**config.mk**
```make
export PLATFORM = sky130hd
export DESIGN_NAME = wbReadPort
export DESIGN_NICKNAME = d
export VERILOG_FILES = /design/src/memPkg.sv /design/src/wbReadPort.sv
export SDC_FILE = /design/constraint.sdc
export NUM_CORES = 1
export LEC_CHECK = 0
export ABC_AREA = 1
export ABC_CLOCK_PERIOD_IN_PS = 3000
export BUFFER_PORTS_ARGS = -buffer_cell sky130_fd_sc_hd__clkbuf_2
export CORE_UTILIZATION = 30
export DETAILED_ROUTE_END_ITERATION = 10
export GPL_ROUTABILITY_DRIVEN = 0
export PLACE_DENSITY = 0.8
export REMOVE_ABC_BUFFERS = 1
export SLEW_MARGIN = 5
export SYNTH_ARGS = -nofsm -noshare
export SYNTH_HDL_FRONTEND = slang
export SYNTH_SLANG_ARGS = --single-unit
```
**constraint.sdc**
```tcl
create_clock -name clk0 -period 3 [get_ports clk0]
set_input_delay 0.6 -clock clk0 [delete_from_list [all_inputs] [get_ports clk0]]
set_output_delay 0.6 -clock clk0 [all_outputs]
set_load 0.01 [all_outputs]
```
**src/memPkg.sv**
```systemverilog
package memPkg;

	// Word geometry
	localparam int BYTE_COUNT = 4;
	localparam int WORD_SIZE = 8 * BYTE_COUNT;

	// Array geometry from fixed 64-word banks
	localparam int BANK_ADDR_SIZE = 6;
	localparam int BANK_COUNT = 8;
	localparam int ADDR_SIZE = BANK_ADDR_SIZE + $clog2(BANK_COUNT);

	// Data word
	typedef logic [WORD_SIZE-1:0] memWord_t;

	// Word address over the whole array
	typedef logic [ADDR_SIZE-1:0] memAddr_t;

	// Word address inside one bank
	typedef logic [BANK_ADDR_SIZE-1:0] bankAddr_t;

	// One enable bit per byte lane
	typedef logic [BYTE_COUNT-1:0] byteMask_t;

	// Read-write slave FSM
	typedef enum logic [1:0] {
		IDLE,
		ACCESS,
		DONE
	} rwState_t;

endpackage

```
**src/wbReadPort.sv**
```systemverilog
`timescale 1ns/1ns

module wbReadPort (
	input  logic             clk0,
	input  logic             rst,

	// Wishbone classic slave, read only
	input  logic             rCyc,
	input  logic             rStb,
	input  memPkg::memAddr_t rAdr,
	output memPkg::memWord_t rDatR,
	output logic             rAck,

	// Secondary array side
	output logic             secSelect,
	output memPkg::memAddr_t secAddress,
	input  memPkg::memWord_t secDataRead
);

	import memPkg::*;

	logic accept;

	// No new transfer while one is still in flight
	assign accept = rCyc && rStb && !secSelect && !rAck;

	always_ff @(posedge clk0) begin
		if (rst) begin
			secSelect <= 1'b0;
			rAck <= 1'b0;
		end else begin
			secSelect <= accept;
			rAck <= secSelect;
		end
	end

	always_ff @(posedge clk0) begin
		if (accept) begin
			secAddress <= rAdr;
		end
	end

	// Array data arrives together with the ack
	assign rDatR = secDataRead;

endmodule

```
=== Yosys cells after proc, flatten, opt, wreduce, memory -nomap -nowiden ===
Cells that the tools add are included.

* Register bits after elaboration: 11
* Output and inout port bits: 43
* Word-level logic and storage cells: 8

* Reductions and logical operators: 5

{| class="wikitable"
|+ Operators with widths
! kind !! count
|-
| $logic_and 1x1->1 || 3
|-
| $logic_not 1->1 || 2
|}

=== Longest topological paths before layout ===
* Depth in word-level cells: 3
* Gate-level depth with buffers: 4
* Depth with buffers taken out: 4

=== Worst setup path before layout ===
No wires, ideal clock.

* Kind: input -> output
* Start: input port secDataRead[0]
* End: output port rDatR[0]
* Data arrival time: 719 ps
* Data required time: 2400 ps
* Slack: 1681 ps
* Stages: 1
* Path buffers: 1
* Cell sequence: buf_4

{| class="wikitable"
|+ RTL lines
! element !! RTL line !! text
|-
| start: declaration || wbReadPort.sv:17 || <nowiki>input memPkg::memWord_t secDataRead</nowiki>
|-
| end: declaration || wbReadPort.sv:11 || <nowiki>output memPkg::memWord_t rDatR,</nowiki>
|}

No word-level cell between the ends.

=== Final worst setup path ===
* Start: register secAddress[2]
* End: output port secAddress[2]

{| class="wikitable"
|+ RTL lines
! element !! RTL line !! text
|-
| start: declaration || wbReadPort.sv:16 || <nowiki>output memPkg::memAddr_t secAddress,</nowiki>
|-
| start signal: assignment || wbReadPort.sv:39 || <nowiki>secAddress <= rAdr;</nowiki>
|}

No word-level cell between the ends.

==> load_flow_metrics.sql <==
INSERT INTO impl_metrics (metric_group, metric, value, unit) VALUES
('status', 'run_status', 'finished, final reports clean', ''),
('clocking', 'tritoncts', 'built', ''),
('route', 'detail_route.drc_violations', '0', ''),
('cells_and_area', 'core_occupancy_in_the_finished_layout', '0.2891', ''),
('clocking', 'post_cts_buffers', '0', ''),
('cells_and_area', 'combined_area_of_the_multi_input_logic_cells', '21.27', 'um2'),
('timing', 'report.final.hold_viol_count', '0', ''),
('route', 'route.vias.total', '279', ''),
('route', 'final_antenna_net_count', '0', ''),
('clocking', 'cts_sinks', '11', ''),
('floorplanning', 'placement_rows', '15', ''),
('power', 'pwr_density_cell', '562.9', 'nW/um2'),
('clocking', 'postCtsHoldBufs', '0', ''),
('floorplanning', 'ioPinCount', '88', ''),
('cells_and_area', 'layout.area.seq', '310.3', 'um2'),
('timing', 'fin_crit', '1360', 'ps'),
('yosys', 'synth.top_cells.by_count', '32 x sky130_fd_sc_hd__buf_4, 9 x sky130_fd_sc_hd__edfxtp_1, 3 x sky130_fd_sc_hd__inv_1', ''),
('clocking', 'postCtsResizedCells', '0', ''),
('timing', 'period_utilization_post_route', '0.4533', ''),
('route', 'postRouteWirelength', '1928', 'um'),
('critical_path', 'crit_path_start_kind', 'flop', ''),
('cells_and_area', 'drive_gt1_frac', '0.5870', ''),
('timing', 'finalSetupTns', '0', 'ps'),
('timing', 'final_max_slew_viol_count', '0', ''),
('min_path', 'worst_hold_startpoint', 'secSelect$_SDFF_PP0_', ''),
('global_routing', 'via_count_of_the_first_global_routing_pass', '286', ''),
('global_routing', 'globalRouteTotalUtil', '0.1872', ''),
('yosys', 'netlist_area', '583.1', 'um2'),
('critical_path', 'crit_chain', 'clkbuf_2', ''),
('placed_design', 'hpwlAfterDp', '1803', 'um'),
('power', 'power.sequential.fraction', '0.600', ''),
('yosys', 'synth.ff_latch_count', '11', ''),
('route', 'drtPass1Iterations', '1', ''),
('yosys', 'synth_largest_area_cell', 'sky130_fd_sc_hd__edfxtp_1', ''),
('critical_path', 'worst_setup_sp', 'secAddress[2]$_DFFE_PP_', ''),
('yosys', 'yosys_top_cell_area_share', '0.4635', ''),
('critical_path', 'worst_ep_required_time', '2400', 'ps'),
('power', 'sw_frac_of_total', '0.1941', ''),
('critical_path', 'standard_cell_with_the_maximum_stage_delay_on_the_critical_path', 'sky130_fd_sc_hd__edfxtp_1', ''),
('floorplanning', 'floorplan.die_area', '2124', 'um2'),
('power', 'power_report.internal_total', '0.2338', 'mW'),
('power', 'pwr-share-clk', '0.328', ''),
('clocking', 'cts-buffers-inserted', '3', ''),
('yosys', 'yosys_warnings', '0', ''),
('route', 'vias_per_cell', '3.930', ''),
('timing', 'max_slew.worst_pin.slew', '336.1', 'ps'),
('yosys', 'yosys_most_used_dff', 'sky130_fd_sc_hd__edfxtp_1', ''),
('floorplanning', 'die_width', '46.09', 'um'),
('clocking', 'h-tree-depth', '1', ''),
('power', 'switching_power', '0.05633', 'mW'),
('yosys', 'async_flop_share', '0', ''),
('clocking', 'cts-root-buf', 'sky130_fd_sc_hd__clkbuf_4', ''),
('power', 'vdd_ir_drop_max', '0.3005', 'mV'),
('global_routing', 'global_route.overflow_total', '0', ''),
('timing', 'rsz0062_at_grt', 'false', ''),
('clocking', 'clk_transition_reported_paths', '60', 'ps'),
('global_routing', 'grt_pass1_wl', '2242', 'um'),
('floorplanning', 'chipHeight', '46.09', 'um'),
('timing', 'timing.final.setup_violations', '0', ''),
('global_routing', 'maximum_number_of_pins_on_one_net_before_global_route_repair', '10', ''),
('route', 'wl_per_cell', '27.15', 'um'),
('critical_path', 'crit_arrival', '760', 'ps'),
('critical_path', 'worst_path_dominant_cell_family', 'flip-flops', ''),
('floorplanning', 'coreArea', '1783', 'um2'),
('yosys', 'postSynthAreaPerCell', '11.43', 'um2'),
('yosys', 'yosysUniqueCellTypes', '7', ''),
('clocking', 'worst_skew_pair.late_latency', '260', 'ps'),
('yosys', 'synth_edf_count', '9', ''),
('cells_and_area', 'finish.net_count', '92', ''),
('critical_path', 'rr_startpoint', 'secSelect$_SDFF_PP0_', ''),
('clocking', 'max-clock-path-buffers', '2', '');
-- power groups by stage --
stage / clock (mW) / sequential [mW] / combinational, mW
after CTS: 0.101 / 0.174 / 0.0213
after floorplan: 0 / 0.181 / 0.00395
after global routing: 0.106 / 0.175 / 0.0235
final: 0.0951 / 0.174 / 0.0209
after global placement: 0 / 0.177 / 0.0207
after detailed placement: 0 / 0.178 / 0.0213
-- registers in the layout, indices dropped and copies added, names as in the netlist --
name / count
rAck: 1
secSelect: 1
secAddress: 9
-- final timing paths --
check                                 end  slack [ps]  cells after the start
setup / recovery            secAddress[2]        1640                      1
hold / removal            rAck$_SDFF_PP0_         450                      2
setup reg to reg  secAddress[8]$_DFFE_PP_        1920                      3
hold reg to reg           rAck$_SDFF_PP0_         450                      2
-- routing by layer --
| layer | share of wire | global-route usage | routed length, um |
|---|---|---|---|
| met5 | 0 | 0 | 0 |
| met4 | 0 | 0.01765 | 0 |
| met3 | 0.35 | 0.3137 | 683 |
| met2 | 0.44 | 0.2789 | 840 |
| met1 | 0.21 | 0.1141 | 403 |
-- per-stage QoR --
stage               setup WS (ps)  area [um2]  power, mW  std cells  hold slack, ps
floorplan                    1733       342.8     0.1849         19           459.0
global placement             1582       489.2     0.1981         67           422.8
detailed placement           1559       489.2     0.1989         67           434.1
CTS                          1618       515.5     0.2961         71           446.0
global route                 1595       515.5     0.3044         71           462.2
finish                       1640       515.5     0.2901         71           445.7
-- cells in the final DEF, fill, tap and decap left out --
| cell type | n |
|---|---|
| sky130_fd_sc_hd__clkbuf_1 | 1 |
| sky130_fd_sc_hd__clkbuf_2 | 23 |
| sky130_fd_sc_hd__clkbuf_4 | 3 |
| sky130_fd_sc_hd__dfxtp_1 | 2 |
| sky130_fd_sc_hd__edfxtp_1 | 9 |
| sky130_fd_sc_hd__inv_1 | 3 |
| sky130_fd_sc_hd__nand2_1 | 2 |
| sky130_fd_sc_hd__nor2_1 | 2 |
| sky130_fd_sc_hd__nor2_2 | 1 |
-- layout make-up --
class	count	share of cell area
timing repair buffer	23	0.2233
multi-input combinational	5	0.04126
clock buffer	4	0.05097
tap	25	0.06068
inverter	3	0.02184
sequential	11	0.6019
-- cell families after synthesis --
family	count (synthesis)	share of synthesized area
buffers and inverters	35	0.4313
DFF	11	0.5322
and+or+nand+nor	5	0.03650
-- worst min-delay path, delay by kind of cell, from the launching register on --
kind,cells,cell delay (ps)
DFF,1,330
and+or+nand+nor,1,30
buffers and inverters,1,50
Note: power is estimated with default switching activity, not from simulation.
