--- src/memPkg.sv ---
package memPkg;

	// Word geometry
	localparam int BYTE_COUNT = 4;
	localparam int WORD_SIZE = 8 * BYTE_COUNT;

	// Array geometry from fixed 64-word banks
	localparam int BANK_ADDR_SIZE = 6;
	localparam int BANK_COUNT = 8;
	localparam int ADDR_SIZE = BANK_ADDR_SIZE + $clog2(BANK_COUNT);

	// Data word
	typedef logic [WORD_SIZE-1:0] memWord_t;

	// Word address over the whole array
	typedef logic [ADDR_SIZE-1:0] memAddr_t;

	// Word address inside one bank
	typedef logic [BANK_ADDR_SIZE-1:0] bankAddr_t;

	// One enable bit per byte lane
	typedef logic [BYTE_COUNT-1:0] byteMask_t;

	// Read-write slave FSM
	typedef enum logic [1:0] {
		IDLE,
		ACCESS,
		DONE
	} rwState_t;

endpackage

--- src/wbRwPort.sv ---
`timescale 1ns/1ns

module wbRwPort (
	input  logic              clk0,
	input  logic              rst,

	// Wishbone classic slave
	input  logic              rwCyc,
	input  logic              rwStb,
	input  logic              rwWe,
	input  memPkg::byteMask_t rwSel,
	input  memPkg::memAddr_t  rwAdr,
	input  memPkg::memWord_t  rwDatW,
	output memPkg::memWord_t  rwDatR,
	output logic              rwAck,

	// Primary array side
	output logic              priSelect,
	output logic              priWriteEnable,
	output memPkg::byteMask_t priWriteMask,
	output memPkg::memAddr_t  priAddress,
	output memPkg::memWord_t  priDataWrite,
	input  memPkg::memWord_t  priDataRead
);

	import memPkg::*;

	rwState_t state;
	logic accept;

	// Captured request
	logic reqWe;
	byteMask_t reqSel;
	memAddr_t reqAdr;
	memWord_t reqDat;

	assign accept = (state == IDLE) && rwCyc && rwStb;

	always_ff @(posedge clk0) begin
		if (rst) begin
			state <= IDLE;
		end else begin
			case (state)
				IDLE:    state <= accept ? ACCESS : IDLE;
				ACCESS:  state <= DONE;
				DONE:    state <= IDLE;
				default: state <= IDLE;
			endcase
		end
	end

	always_ff @(posedge clk0) begin
		if (accept) begin
			reqWe <= rwWe;
			reqSel <= rwSel;
			reqAdr <= rwAdr;
			reqDat <= rwDatW;
		end
	end

	// Single array access in ACCESS, ack in DONE
	assign priSelect = (state == ACCESS);
	assign priWriteEnable = reqWe;
	assign priWriteMask = reqSel;
	assign priAddress = reqAdr;
	assign priDataWrite = reqDat;

	assign rwAck = (state == DONE);
	assign rwDatR = priDataRead;

endmodule
--- config.mk ---
export PLATFORM = sky130hd
export DESIGN_NAME = wbRwPort
export DESIGN_NICKNAME = d
export VERILOG_FILES = /design/src/memPkg.sv /design/src/wbRwPort.sv
export SDC_FILE = /design/constraint.sdc
export NUM_CORES = 1
export LEC_CHECK = 0
export ABC_AREA = 1
export ABC_CLOCK_PERIOD_IN_PS = 1700
export BUFFER_PORTS_ARGS = -buffer_cell sky130_fd_sc_hd__buf_2
export CAP_MARGIN = 20
export CORE_ASPECT_RATIO = 1.75
export CORE_MARGIN = 2
export CORE_UTILIZATION = 34
export CTS_BUF_LIST = sky130_fd_sc_hd__clkbuf_2 sky130_fd_sc_hd__clkbuf_4 sky130_fd_sc_hd__clkbuf_8
export DETAILED_ROUTE_END_ITERATION = 12
export PLACE_DENSITY = 0.78
export SYNTH_ARGS = -nofsm -noshare
export SYNTH_HDL_FRONTEND = slang
export SYNTH_SLANG_ARGS = --single-unit
--- constraint.sdc ---
create_clock -name clk0 -period 1.7 [get_ports clk0]
set_input_delay 0.085 -clock clk0 [delete_from_list [all_inputs] [get_ports clk0]]
set_output_delay 0.085 -clock clk0 [all_outputs]
set_load 0.02 [all_outputs]
* Word level (Yosys, flattened, before mapping)
Cells that the tools add are included.
** Word-level totals
- Register bits :: 48
- Bits of input ports :: 82
- Output and inout bits :: 80
- Word-level logic and storage cells :: 12
** Operators by class
- Equality and inequality tests :: 2
- Muxes and demuxes :: 2
- Reduce and logical (&&, ||, !) cells :: 3
** Operators with widths (count)
- 2-bit one-hot mux with 2 select lines :: 1
- 2-bit by 1-bit == test with 1-bit output (second input constant) :: 1
- 2-bit == test (second input constant) :: 1
- 1-bit logical AND :: 2
- 2-bit logical NOT :: 1
- 1-bit 2-to-1 mux :: 1

* Logic depth before layout (Yosys ltp)
Gate-level depths: netlist of run 1.
- Depth after elaboration :: 5
- Gate-level depth with buffers :: 4
- Gate-level depth less buffers :: 4

* Least setup slack after synthesis of run 1
Ideal clock, no wire load.
- Kind :: register -> register
- Start point :: reg state[1]
- End point :: reg reqAdr[0] (netlist: priAddress[0]) (enable)
- Library setup time :: 400 ps
- Arrival time :: 1395 ps
- Required time :: 1300 ps
- Setup slack :: -95 ps
- Cell stages (with the launch flop) :: 4
- Buffers on the path :: 0
- Clock period less this slack :: 1795 ps
- Path through :: dfxtp_1 > nor2_1 > nand2_1 > inv_1
** On the way
- Longest elaborated chain between the ends :: 3
** Ends and longest elaborated chain
- from (decl) :: RTL line wbRwPort.sv:28 : rwState_t state;
- from (signal assigned) :: RTL line wbRwPort.sv:44 : IDLE: state <= accept ? ACCESS : IDLE;
- 2-bit logical NOT :: RTL line wbRwPort.sv:37 : assign accept = (state == IDLE) && rwCyc && rwStb;
- 1-bit logical AND (2 in series) :: RTL line wbRwPort.sv:37
- named net accept :: RTL line wbRwPort.sv:29 : logic accept;
- to (signal assigned) :: RTL line wbRwPort.sv:56 : reqAdr <= rwAdr;
- to (decl) :: RTL line wbRwPort.sv:34 : memAddr_t reqAdr;
The timed path passes the listed nets, and every way through them passes these cells.
A chain may end at the register's enable or synchronous reset.

* Worst setup path after layout of run 1
- Start point :: reg state[1]
- End point :: reg reqDat[14] (netlist: priDataWrite[14]) (enable)
** On the way
- Longest elaborated chain between the ends :: 3
** Ends and longest elaborated chain
- 2-bit logical NOT :: RTL line wbRwPort.sv:37
- 1-bit logical AND (2 in series) :: RTL line wbRwPort.sv:37
- named net accept :: RTL line wbRwPort.sv:29
- to (signal assigned) :: RTL line wbRwPort.sv:57 : reqDat <= rwDatW;
- to (decl) :: RTL line wbRwPort.sv:35 : memWord_t reqDat;
The timed path passes the listed nets, and every way through them passes these cells.

==> results of run 1 <==
[repair_timing]
item                      4_1_cts  5_1_grt
gates resized for setup         0        0
hold buffers                   47        0
buffers inserted                0        0
hold endpoints to repair       48        0
[cell usage after synthesis]
library cell               count  area share, %
sky130_fd_sc_hd__dfxtp_1       2            2.3
sky130_fd_sc_hd__buf_4        32             14
sky130_fd_sc_hd__nor2_2        1           0.37
sky130_fd_sc_hd__inv_1         4           0.88
sky130_fd_sc_hd__nand2_1       2           0.44
sky130_fd_sc_hd__edfxtp_1     46             81
sky130_fd_sc_hd__nor3_1        1           0.29
sky130_fd_sc_hd__nor2_1        3           0.66
[per-stage QoR]
stage	util, %	cell area (sq um)	power (mW)
after global routing	53.0	2590	2.37
after CTS	53.0	2590	2.30
after floorplan	-	1710	1.59
after detailed placement	41.8	2040	1.59
final	53.0	2590	2.28
after global placement	41.8	2040	1.59
[sequential cells by signal, summed over array words and instances (netlist names)]
signal	flops
state	2
priWriteEnable	1
priWriteMask	4
priDataWrite	32
priAddress	9
[layout make-up]
class	count	area (sq um)
flip-flops and latches	48	1420
repair buffers	145	976
fillers	397	2300
multi-input cells	7	30.0
well taps	54	67.6
clock buffers	6	76.3
inverters	4	18.8
clock inverters	1	5.00
[placed cells by master, fill, tap and decap left out]
| cell type | n |
|---|---|
| sky130_fd_sc_hd__buf_12 | 1 |
| sky130_fd_sc_hd__buf_2 | 97 |
| sky130_fd_sc_hd__clkbuf_4 | 1 |
| sky130_fd_sc_hd__clkbuf_8 | 5 |
| sky130_fd_sc_hd__clkinv_2 | 1 |
| sky130_fd_sc_hd__clkinvlp_4 | 1 |
| sky130_fd_sc_hd__dfxtp_1 | 2 |
| sky130_fd_sc_hd__dlygate4sd3_1 | 47 |
| sky130_fd_sc_hd__edfxtp_1 | 46 |
| sky130_fd_sc_hd__inv_1 | 3 |
| sky130_fd_sc_hd__nand2_1 | 2 |
| sky130_fd_sc_hd__nor2_1 | 3 |
| sky130_fd_sc_hd__nor2_2 | 1 |
| sky130_fd_sc_hd__nor3_1 | 1 |
[power groups by stage]
stage	Clock [mW]	Combinational [mW]	Sequential [mW]
2_1_floorplan	0	0.135	1.46
3_3_place_gp	0	0.196	1.39
3_5_place_dp	0	0.199	1.39
4_1_cts	0.648	0.284	1.37
5_1_grt	0.690	0.304	1.37
6_report	0.626	0.285	1.37
[worst max-delay path by stage]
stage | slack (ns) | cells past startpoint | from | endpoint
2_1_floorplan | 0.13 | 3 | state[1] | priAddress[0]
3_3_place_gp | 0.42 | 4 | state[1] | priDataWrite[20]
3_5_place_dp | 0.38 | 4 | state[1] | priDataWrite[0]
4_1_cts | 0.36 | 4 | state[1] | priDataWrite[5]
5_1_grt | 0.29 | 4 | state[1] | priAddress[2]
6_report | 0.37 | 4 | state[1] | priDataWrite[14]
[cell families (layout without fill, tap and decap cells)]
kind of cell / Yosys count / count (layout) / share of synthesized area (%)
buffers and inverters: 36 / 156 / 15.0
DFF: 48 / 48 / 83.3
and+or+nand+nor: 7 / 7 / 1.76
[per-layer routing]
metal  part of all wire (%)  vias up  track usage, %
met5                      0        -               0
met4                    9.0        0            15.0
met3                    8.1       46            3.20
met2                     55       68            27.4
met1                     28      519            10.3
li1                       -      522               -
[worst register-to-register path: stages, from the launching register on]
cell	delay, ns
sky130_fd_sc_hd__dfxtp_1	0.34
sky130_fd_sc_hd__nor2_1	0.11
sky130_fd_sc_hd__nand2_1	0.11
sky130_fd_sc_hd__clkinvlp_4	0.20
sky130_fd_sc_hd__buf_12	0.25
==> out/results.txt, run 1 <==
The startpoint identified for the worst register-to-register timing path is state[1]. The signal on the critical path passes through nor2_1 -> nand2_1 -> clkinvlp_4 -> buf_12. The run gives 60.0% as the relative contribution of sequential cells to total power.

The run finished with clean final reports. The maximum number of pins on one net before global-route repair was 39; the count of final hold-check violations was 0. In this run the vertical extent of the chip is 97.7 microns. Number of design-rule violations left by the first detailed-router iteration: 15.

Measured in cells, the most critical reg-to-reg path has a length of 4. The switching fraction of total power is 21.1%, and the internal power component is 1.80 mW. The tools report the worst reg2reg path endpoint as priDataWrite[14]. The logs give 0 for the post-route DRC violation count and 2 for the deepest clock path buffer count. The area inside the core boundary came out at 4890 sq um. The type of the worst setup path is register to register. STA classifies the critical path endpoint as a register.

For this design the total switching power over the nets is 0.481 mW. The tools report the number of global-route vias before repair as 1261. Setup slack closes at 0.367 ns. Setup repair after global routing left no endpoint under its margin.

The number of cells after detailed placement was 211; the half-perimeter wire length of the detailed placement result was 2640 microns. Buffers inserted during clock tree synthesis total 5. The mapped netlist covers 1710 sq um. Between clock sinks in the finished design, the worst skew comes to 0.00569 ns. The number of cells on the worst hold path is 5, and the power share of the clock group is 27.5%. In this run the count of I/O pins placed on the die edge is 162.

The routed length per placed instance is 15.7 microns. For this design, the slowest cell found on the critical path is sky130_fd_sc_hd__dfxtp_1. The final critical-path required period is 1.33 ns.

The cell family contributing the most delay on the critical path is buffers and inverters. For the total overflow reported by the global router, the log shows 0. The final route contains 1155 vias. The sink of the worst hold path is state[0]. The total number of H-tree levels is 2, and the cell count after synthesis is 91.

Counting flops and latches in the post-synthesis netlist gives 48. Timing analysis after detailed placement gives a worst setup slack of 0.382 ns. Wires add up to 4150 microns.

The share of total power dissipated in combinational logic is 12.5%. The effective utilization at floorplan is 34.9%, and the worst endpoint required time is 1.68 ns. For the pin with the worst max-slew slack, the measured transition is 0.210 ns. The highest achievable clock rate was 750 MHz. STA classifies the critical path startpoint as a register. Cells with a size suffix above 1 make up 50.7% of the layout. After clock tree synthesis, the clock-pin slew on the worst setup and hold paths is 0.08 ns. The first global-routing pass estimated 5930 microns of wire. The initialized floorplan defines 34 standard-cell rows. In this run the remaining antenna-violating nets after routing total 0. For this run, the total global-route usage over all layers was measured as 14.6%. The number of antenna violations at the first check in global routing is 0. VDD sags by at most 570 uV. Across the run, the number of max-cap violations was 0. The number of clock sinks is 48. At the later pin of the worst-skew pair, clock insertion delay measures 0.29 ns. After detailed routing, the number of vias per cell comes to 4.36. The die area is 5620 sq um. TritonCTS built the clock tree. On the final layout, the worst hold slack is 0.167 ns. The logs give 0 for the number of setup violations in the final report and 0 ns for the final-layout setup total negative slack. The number of buffers and inverters on the critical path was 2. In this run, distinct cell masters in the synthesized netlist total 8. Final weighted congestion of routability-driven global placement: 0.739. Relative to the synthesized area, the layout overhead comes to 52.1%. The number of iterations in the first detailed-routing pass was 4. For this run, the number of standard cells in the final layout without fillers is 265. The tools report the total leakage power as 1.10 nW. At the worst endpoint, the arrival time is 1.31 ns.

0 antenna diodes ended up in the layout. In this run the horizontal extent of the chip is 57.6 microns. When the netlist entered floorplanning its net count stood at 173. In this run the most critical hold path is launched from rwCyc. The total count of max-transition violations in the final report is 0. Dividing the synthesized area by the synthesized cell count gives 18.8 sq um.

The maximum cell stage delay along the critical path works out to 0.34 ns. The tree is rooted in a sky130_fd_sc_hd__clkbuf_8. In the final design database the tool counted 293 nets.

The Yosys step of the flow raised 0 warnings. The worst pin sits at a relative slew slack of 86.0%. After layout, the worst path uses 78.4% of the clock period. For the post-synthesis sequential area ratio, the log shows 83.3%.

Of all nets on the critical path, the largest fanout is 38. The worst hold path belongs to the class input pin to register. Power spread over the standard cell area amounts to 878 nW/um^2. In this run the tool buffered the top-level ports with 97 buffer cells.

In this run the register-to-register setup slack is 0.37 ns.
No activity file was read; power rests on OpenSTA's default activity.
==> inputs of run 2 (changes only) <==
ABC_AREA = 0   (was 1)
ABC_CLOCK_PERIOD_IN_PS = 1250   (was 1700)
CORE_UTILIZATION = 37   (was 34)
PLACE_DENSITY = 0.81   (was 0.78)
clock period = 1.25 ns   (was 1.7 ns; I/O delays follow)
==> out/results.txt, run 2 <==
The flow ran to the end, and the final reports show no timing, DRC or antenna violations. The final weighted congestion of routability-driven global placement was 0.648; the area of all sequential standard cells was 1420 sq um. For this design the static power due to leakage is 1.10 nW.

Relative to the synthesized area, the layout overhead comes to 52.1%. Counting along the longest clock path gives a buffer depth of 2. Cells with a size suffix above 1 make up 53.1% of the layout. The highest achievable clock rate is 854 MHz, and the final antenna-violating net count is 0. The number of standard cells in the layout, taps in and fillers out was 258.

The number of design-rule violations left by the first detailed-router iteration was 17; the worst endpoint required time was 1.23 ns. Hold timing on the final database bottoms out at a slack of 0.0994 ns. The share of the synthesized area in the top cell type was 80.3%; the post-route DRC violation count was 0. The number of clock buffers added by TritonCTS is 5. The count of final hold-check violations came out at 0. Maximum cell stage delay along the critical path: 0.39 ns. The internal power component was 2.42 mW.

OpenSTA, run right after detailed placement, puts the worst setup slack at 0.0730 ns. The detailed router placed 1116 vias in this run. The ratio of routed vias to standard cells came out at 4.33. The critical path crosses 2 cells after its start point.

Measured along the x axis, the die boundary spans 55.5 microns. The count of state elements after synthesis came out at 48. For this run, the detailed router's first-pass iteration total came to 4.

The switching fraction of total power is 21.0%, and the design area is 2620 sq um. The effective utilization at floorplan was 38.7%; the total track usage was 14.4%. The worst hold path passes through 3 cells. The multi-input gate area in the final layout is 68.8 sq um, and the number of enable flip-flop cells after synthesis is 46.

The maximum fanout along the worst path works out to 43. Setup repair after global routing left no endpoint under its margin. Ranked by instance count, the synthesized netlist is headed by 46 x sky130_fd_sc_hd__edfxtp_1, 32 x sky130_fd_sc_hd__buf_4, 2 x sky130_fd_sc_hd__dfxtp_1, 2 x sky130_fd_sc_hd__nor2b_4. After synthesis, the mean cell area works out to 20.0 sq um. The number of antenna violations at the first check in global routing is 0. The worst max-slew margin expressed relative to the limit is 81.7%, and the number of buffer cells added on primary ports is 97.

The worst reg-to-reg path cell count is 2, and the area inside the core boundary is 4440 sq um. Across the VDD grid, the largest voltage drop is 874 uV. The library cell used most frequently in the layout, excluding fill and tap cells, is sky130_fd_sc_hd__buf_2. TritonCTS built the clock tree. The leading area contributor after synthesis was sky130_fd_sc_hd__edfxtp_1. Entering global routing, the biggest net connects 44 pins. After filler insertion, the fill cell instance count of the layout stands at 367. Number of clock sinks: 48. The number of hold buffers added after CTS was 47. Dividing the detail-routed wire length by the instance count gives 14.5 microns. Main flop type after synthesis: sky130_fd_sc_hd__edfxtp_1. After detailed routing, the total wire length is 3750 microns.

The total count of max-transition violations in the final report was 0; the switching component of the power was 0.641 mW. Top-level port count: 162. The post-synthesis sequential area ratio was 82.7%. Ranked by total cell area, the synthesized netlist is headed by sky130_fd_sc_hd__edfxtp_1 80%, sky130_fd_sc_hd__buf_4 14%, sky130_fd_sc_hd__dfxtp_1 2.3%, sky130_fd_sc_hd__nor2b_4 1.6%, sky130_fd_sc_hd__nor4_2 0.73%. The clock tree synthesis step divided the H-tree into 2 levels. The largest individual stage delay along the critical path comes from the cell sky130_fd_sc_hd__dfxtp_1. The register with the most flip-flops in the layout has 32 of them. After routing, the total negative slack on setup checks comes to 0 ns. The element type at the critical path start was a register.

The critical path data arrival time was 1.16 ns; the power density relative to cell area was 1170 nW/um^2. For the count of warnings emitted by yosys, the log shows 0. In the layout the commonest cells are 97 x sky130_fd_sc_hd__buf_2, 47 x sky130_fd_sc_hd__dlygate4sd3_1, 46 x sky130_fd_sc_hd__edfxtp_1. Counting every net in the synthesized netlist gives 168.

The tools report the part of the total power dissipated in combinational logic as 12.8%. Per report_power, the sequential group accounts for 60.8% of the total. The final setup slack of the worst path is 0.0790 ns, and the total setup buffers inserted after CTS is 0. The worst setup path is captured at a register. The clock period could shrink to 1.17 ns. After clock tree synthesis, the clock-pin slew on the worst setup and hold paths is 0.08 ns.

For the cell count after synthesis, the log shows 86. The floorplan step set the die height to 94.2 microns. The number of buffers and inverters on the critical path came out at 1.

Walking the worst path, the cells encountered are nor3_4 -> buf_12. Yosys mapped the design onto 8 distinct sky130hd cell types. After global routing the overflow that remains totals 0. After detailed placement, the total cell area comes to 2070 sq um. The floorplan step defined a die boundary enclosing 5230 sq um. Type of the worst setup path: register to register.

On the critical path the largest part of the delay comes from flip-flops. The completed layout was analyzed and its total power is 3.06 mW. The part of the cycle the worst path needs is 93.7%, and the synthesized cell area is 1720 sq um. The power share of the clock group was 26.4%.

The logs give 0 for the number of cells upsized or downsized after cts and 58.8% for the core occupancy in the finished layout. The cell sitting at the root of the clock tree is a sky130_fd_sc_hd__clkbuf_8. 0 antenna diodes ended up in the layout. In this run, placement finished with an instance count of 204.

At the later pin of the worst-skew pair, clock insertion delay measures 0.29 ns. The transition time at the pin with the least slew margin works out to 0.274 ns. The path class of the lowest-slack min-delay path was input pin to register.

Setup violations remaining at the end of the flow were counted as 0. The first global-routing pass estimated 5470 microns of wire. The tool flagged a number of max-cap violations equal to 0. The most frequent cell after synthesis is sky130_fd_sc_hd__edfxtp_1.

For this run, the post-layout net count is 289. The worst-case clock skew is 0.00238 ns, and the fraction of registers with async set/reset is 0%. The floorplan has 32 rows. For the number of global-route vias before repair, the log shows 1199. The run gives 2520 microns as the half-perimeter wire length of the detailed placement result.
[run 2: worst min-delay path, stage by stage]
cell                      delay (ns)
sky130_fd_sc_hd__buf_2          0.10
sky130_fd_sc_hd__nand2_1        0.14
sky130_fd_sc_hd__nor4_2         0.05
[run 2: cells by family (layout without fill, tap and decap cells)]
kind of cell	Yosys count	in the layout	synth area share, %
and+or+nand+nor	6	6	3.35
buffers and inverters	32	153	14.0
DFF	48	48	82.7
[run 2: layer usage]
metal	routed length, microns	vias up	track usage, %
met1	1050	507	10.8
met4	138	0	8.13
met2	2250	75	28.6
met3	314	19	6.06
li1	-	515	-
met5	0	-	0
[run 2: area by class of cell]
| type | instances | share of cell area, % |
|---|---|---|
| clock buffer | 5 | 2.63 |
| clock inverter | 2 | 0.287 |
| multi-input combinational | 6 | 2.63 |
| sequential | 48 | 54.4 |
| tap | 51 | 2.44 |
| timing repair buffer | 146 | 37.6 |
[run 2: power by group through the flow]
stage                     sequential [mW]  clock, mW  combinational [mW]
final                                1.86      0.808               0.392
after global routing                 1.87      0.892               0.419
after CTS                            1.86      0.844               0.396
after detailed placement             1.90          0               0.281
after global placement               1.89          0               0.272
after floorplan                      1.99          0               0.187
[run 2: path summary, 6_finish.rpt]
path | start | to | slack (ns)
worst max-delay path | state[1] | priAddress[5] | 0.08
worst min-delay path | rwCyc | state[0] | 0.1
worst max register to register | state[1] | priAddress[5] | 0.08
worst min register to register | state[0] | state[0] | 0.49
==> inputs of run 3 (changes only) <==
ABC_CLOCK_PERIOD_IN_PS = 1100   (was 1250)
clock period = 1.1 ns   (was 1.25 ns; I/O delays follow)
==> out/results.txt, run 3 (synthesis gave the netlist of run 2 again) <==
For the maximum number of pins on one net before global-route repair, the log shows 20. The worst reg-to-reg setup slack is -0.05 ns, and the final critical-path required period is 1.15 ns. Counting along the longest clock path gives a buffer depth of 2.

For this design the top-level I/O count stands at 162. Worst-case clock skew: 0.00896 ns. Clock tree synthesis found a total of 48 sinks.

Across all layers, the routed design uses 1160 vias. The floorplan die height is 94.2 microns. The flip-flop count of the largest register, all copies and words added is 32, and the critical path data arrival time is 1.17 ns. Including well taps, the total number of placed cells is 206. The run gives 85.8% as the worst max-slew margin expressed relative to the limit. The tools report the critical path capture point type as a register. The library cells used most frequently in the layout, excluding fill and tap cells, are 95 x sky130_fd_sc_hd__buf_2, 47 x sky130_fd_sc_hd__dlygate4sd3_1, 46 x sky130_fd_sc_hd__edfxtp_1. For the highest achievable clock rate, the log shows 870 MHz. For the total number of H-tree levels, the log shows 2. The fraction of final layout cells sized beyond drive strength 1 is 56.2%, and the part of the cycle the worst path needs is 104%. Final setup slack of the worst path: -0.0491 ns. The checks that failed: setup timing. The slowest stage of the critical path is the sky130_fd_sc_hd__dfxtp_2 cell. Setup violations remaining at the end of the flow were counted as 38. For this run, design rule violations remaining after detail routing come to 0. Hold is met by 0.0909 ns.

The number of buffer cells added on primary ports is 97, and the wire length of the first global-routing pass is 5820 microns. The library cell used most frequently in the layout, excluding fill and tap cells, is sky130_fd_sc_hd__buf_2. Final weighted congestion of routability-driven global placement: 0.647.

Number of global-route vias before repair: 1252. In the final design database the tool counted 300 nets. The antenna diode count is 0.

The tool flagged a number of max-cap violations equal to 0. For this run, the number of standard cells in the final layout without fillers is 270. The number of iterations in the first detailed-routing pass came out at 2. The path class of the tightest hold or removal check is input pin to register. For this run the aggregate overflow at the end of global routing stands at 0. The die area was 5230 sq um; the source-to-sink clock delay at the later pin of the worst-skew pair was 0.29 ns. TritonCTS built the clock tree. Global routing used 15.1% of the available tracks. The worst slack at placement was -0.00992 ns; the power density relative to cell area was 1350 nW/um^2. The total number of placement rows came out at 32. The width of the die is 55.5 microns. Counting the buffers created by CTS gives 5. The critical path goes through nor3_4 -> buf_6 -> clkbuf_16.

The initial utilization of the core area, before any placement, comes to 38.7%. The tools report the count of final hold-check violations as 0. The area inside the core boundary was 4440 sq um; the transition time at the pin with the least slew margin was 0.212 ns. Once detail routing completed, the nets flagged for antenna violations numbered 0. Summed over all failing endpoints, the final setup total negative slack is -1.23 ns. The run finished, with violations left. The run gives 1.20 nW as the total leakage power.

The tools report the final total power as 3.82 mW. Along the worst path, the maximum fanout reaches 4. The wire-length estimate of the detail-placed layout is 2440 microns. Across the VDD grid, the largest voltage drop is 1260 uV. The run gives 0 as the total count of max-transition violations in the final report.

Setup repair after global routing could not meet its margin everywhere. Root buffer cell: sky130_fd_sc_hd__clkbuf_8. Relative to the synthesized area, the layout overhead comes to 64.7%. The maximum cell stage delay along the critical path came out at 0.34 ns.

By startpoint and endpoint, the worst setup path is classified as register to register. The number of antenna violations at the first check in global routing was 0; the ratio of routed vias to standard cells was 4.30. The run gives 4020 microns as the final wirelength.

In the final routed layout, each cell accounts on average for 14.9 microns. STA classifies the critical path startpoint as a register. Clock-pin slew was measured on the worst setup and hold paths at 0.09 ns. The worst endpoint required time was 1.12 ns; the number of design-rule violations left by the first detailed-router iteration was 21.
==> run 3: cell count changes in the layout (fill, tap and decap cells not counted), moves of 2 or more <==
cell	previous run	this run
sky130_fd_sc_hd__buf_4	1	4
sky130_fd_sc_hd__buf_16	0	2
sky130_fd_sc_hd__buf_6	0	6
sky130_fd_sc_hd__buf_2	97	95
sky130_fd_sc_hd__clkbuf_16	0	2
==> run 3: worst paths after layout <==
kind | endpoint | from | cells after the start
max | priDataWrite[21] | state[1] | 3
min | state[0] | rwCyc | 3
max reg2reg | priDataWrite[21] | state[1] | 3
min reg2reg | state[0] | state[1] | 2
==> run 3: report_power, final <==
| part | switching (mW) | internal (mW) | total (mW) | leakage (nW) |
|---|---|---|---|---|
| Clock | 0.518 | 0.662 | 1.18 | 0.0532 |
| Sequential | 0.0188 | 2.09 | 2.11 | 0.446 |
| Combinational | 0.233 | 0.298 | 0.531 | 0.704 |
==> run 3: timing repair <==
| action | CTS | global route |
|---|---|---|
| endpoints found under the hold margin | 48 | 0 |
| pin swaps | 0 | 1 |
| setup endpoints to repair | 39 | 39 |
| setup buffers | 2 | 2 |
| gates resized for setup | 9 | 1 |
| hold buffers | 47 | 0 |
| gates cloned | 2 | 3 |
==> run 3: area by class of cell <==
class | count | area (sq um)
Clock buffer | 5 | 68.8
Multi-Input combinational cell | 6 | 68.8
Fill cell | 360 | 1610
Clock inverter | 3 | 37.5
Tap cell | 51 | 63.8
Sequential cell | 48 | 1420
Timing Repair Buffer | 157 | 1170
==> run 3: layer usage <==
layer	vias up	routed length (microns)	global-route usage (%)
li1	542	-	-
met1	538	1230	12.4
met2	68	2450	30.4
met3	12	278	5.65
met4	0	61	6.50
met5	-	0	0
==> run 3: through the flow <==
stage	cell area, sq um	util [%]
after floorplan	1730	-
after global placement	2080	46.9
after detailed placement	2080	46.9
after CTS	2750	61.9
after global routing	2830	63.7
final	2830	63.7
==> run 3: worst max-delay path: cells and delay by family (launching register included) <==
kind                   cells  cell delay (ns)
DFF                        1             0.34
and+or+nand+nor            1             0.22
buffers and inverters      2             0.32
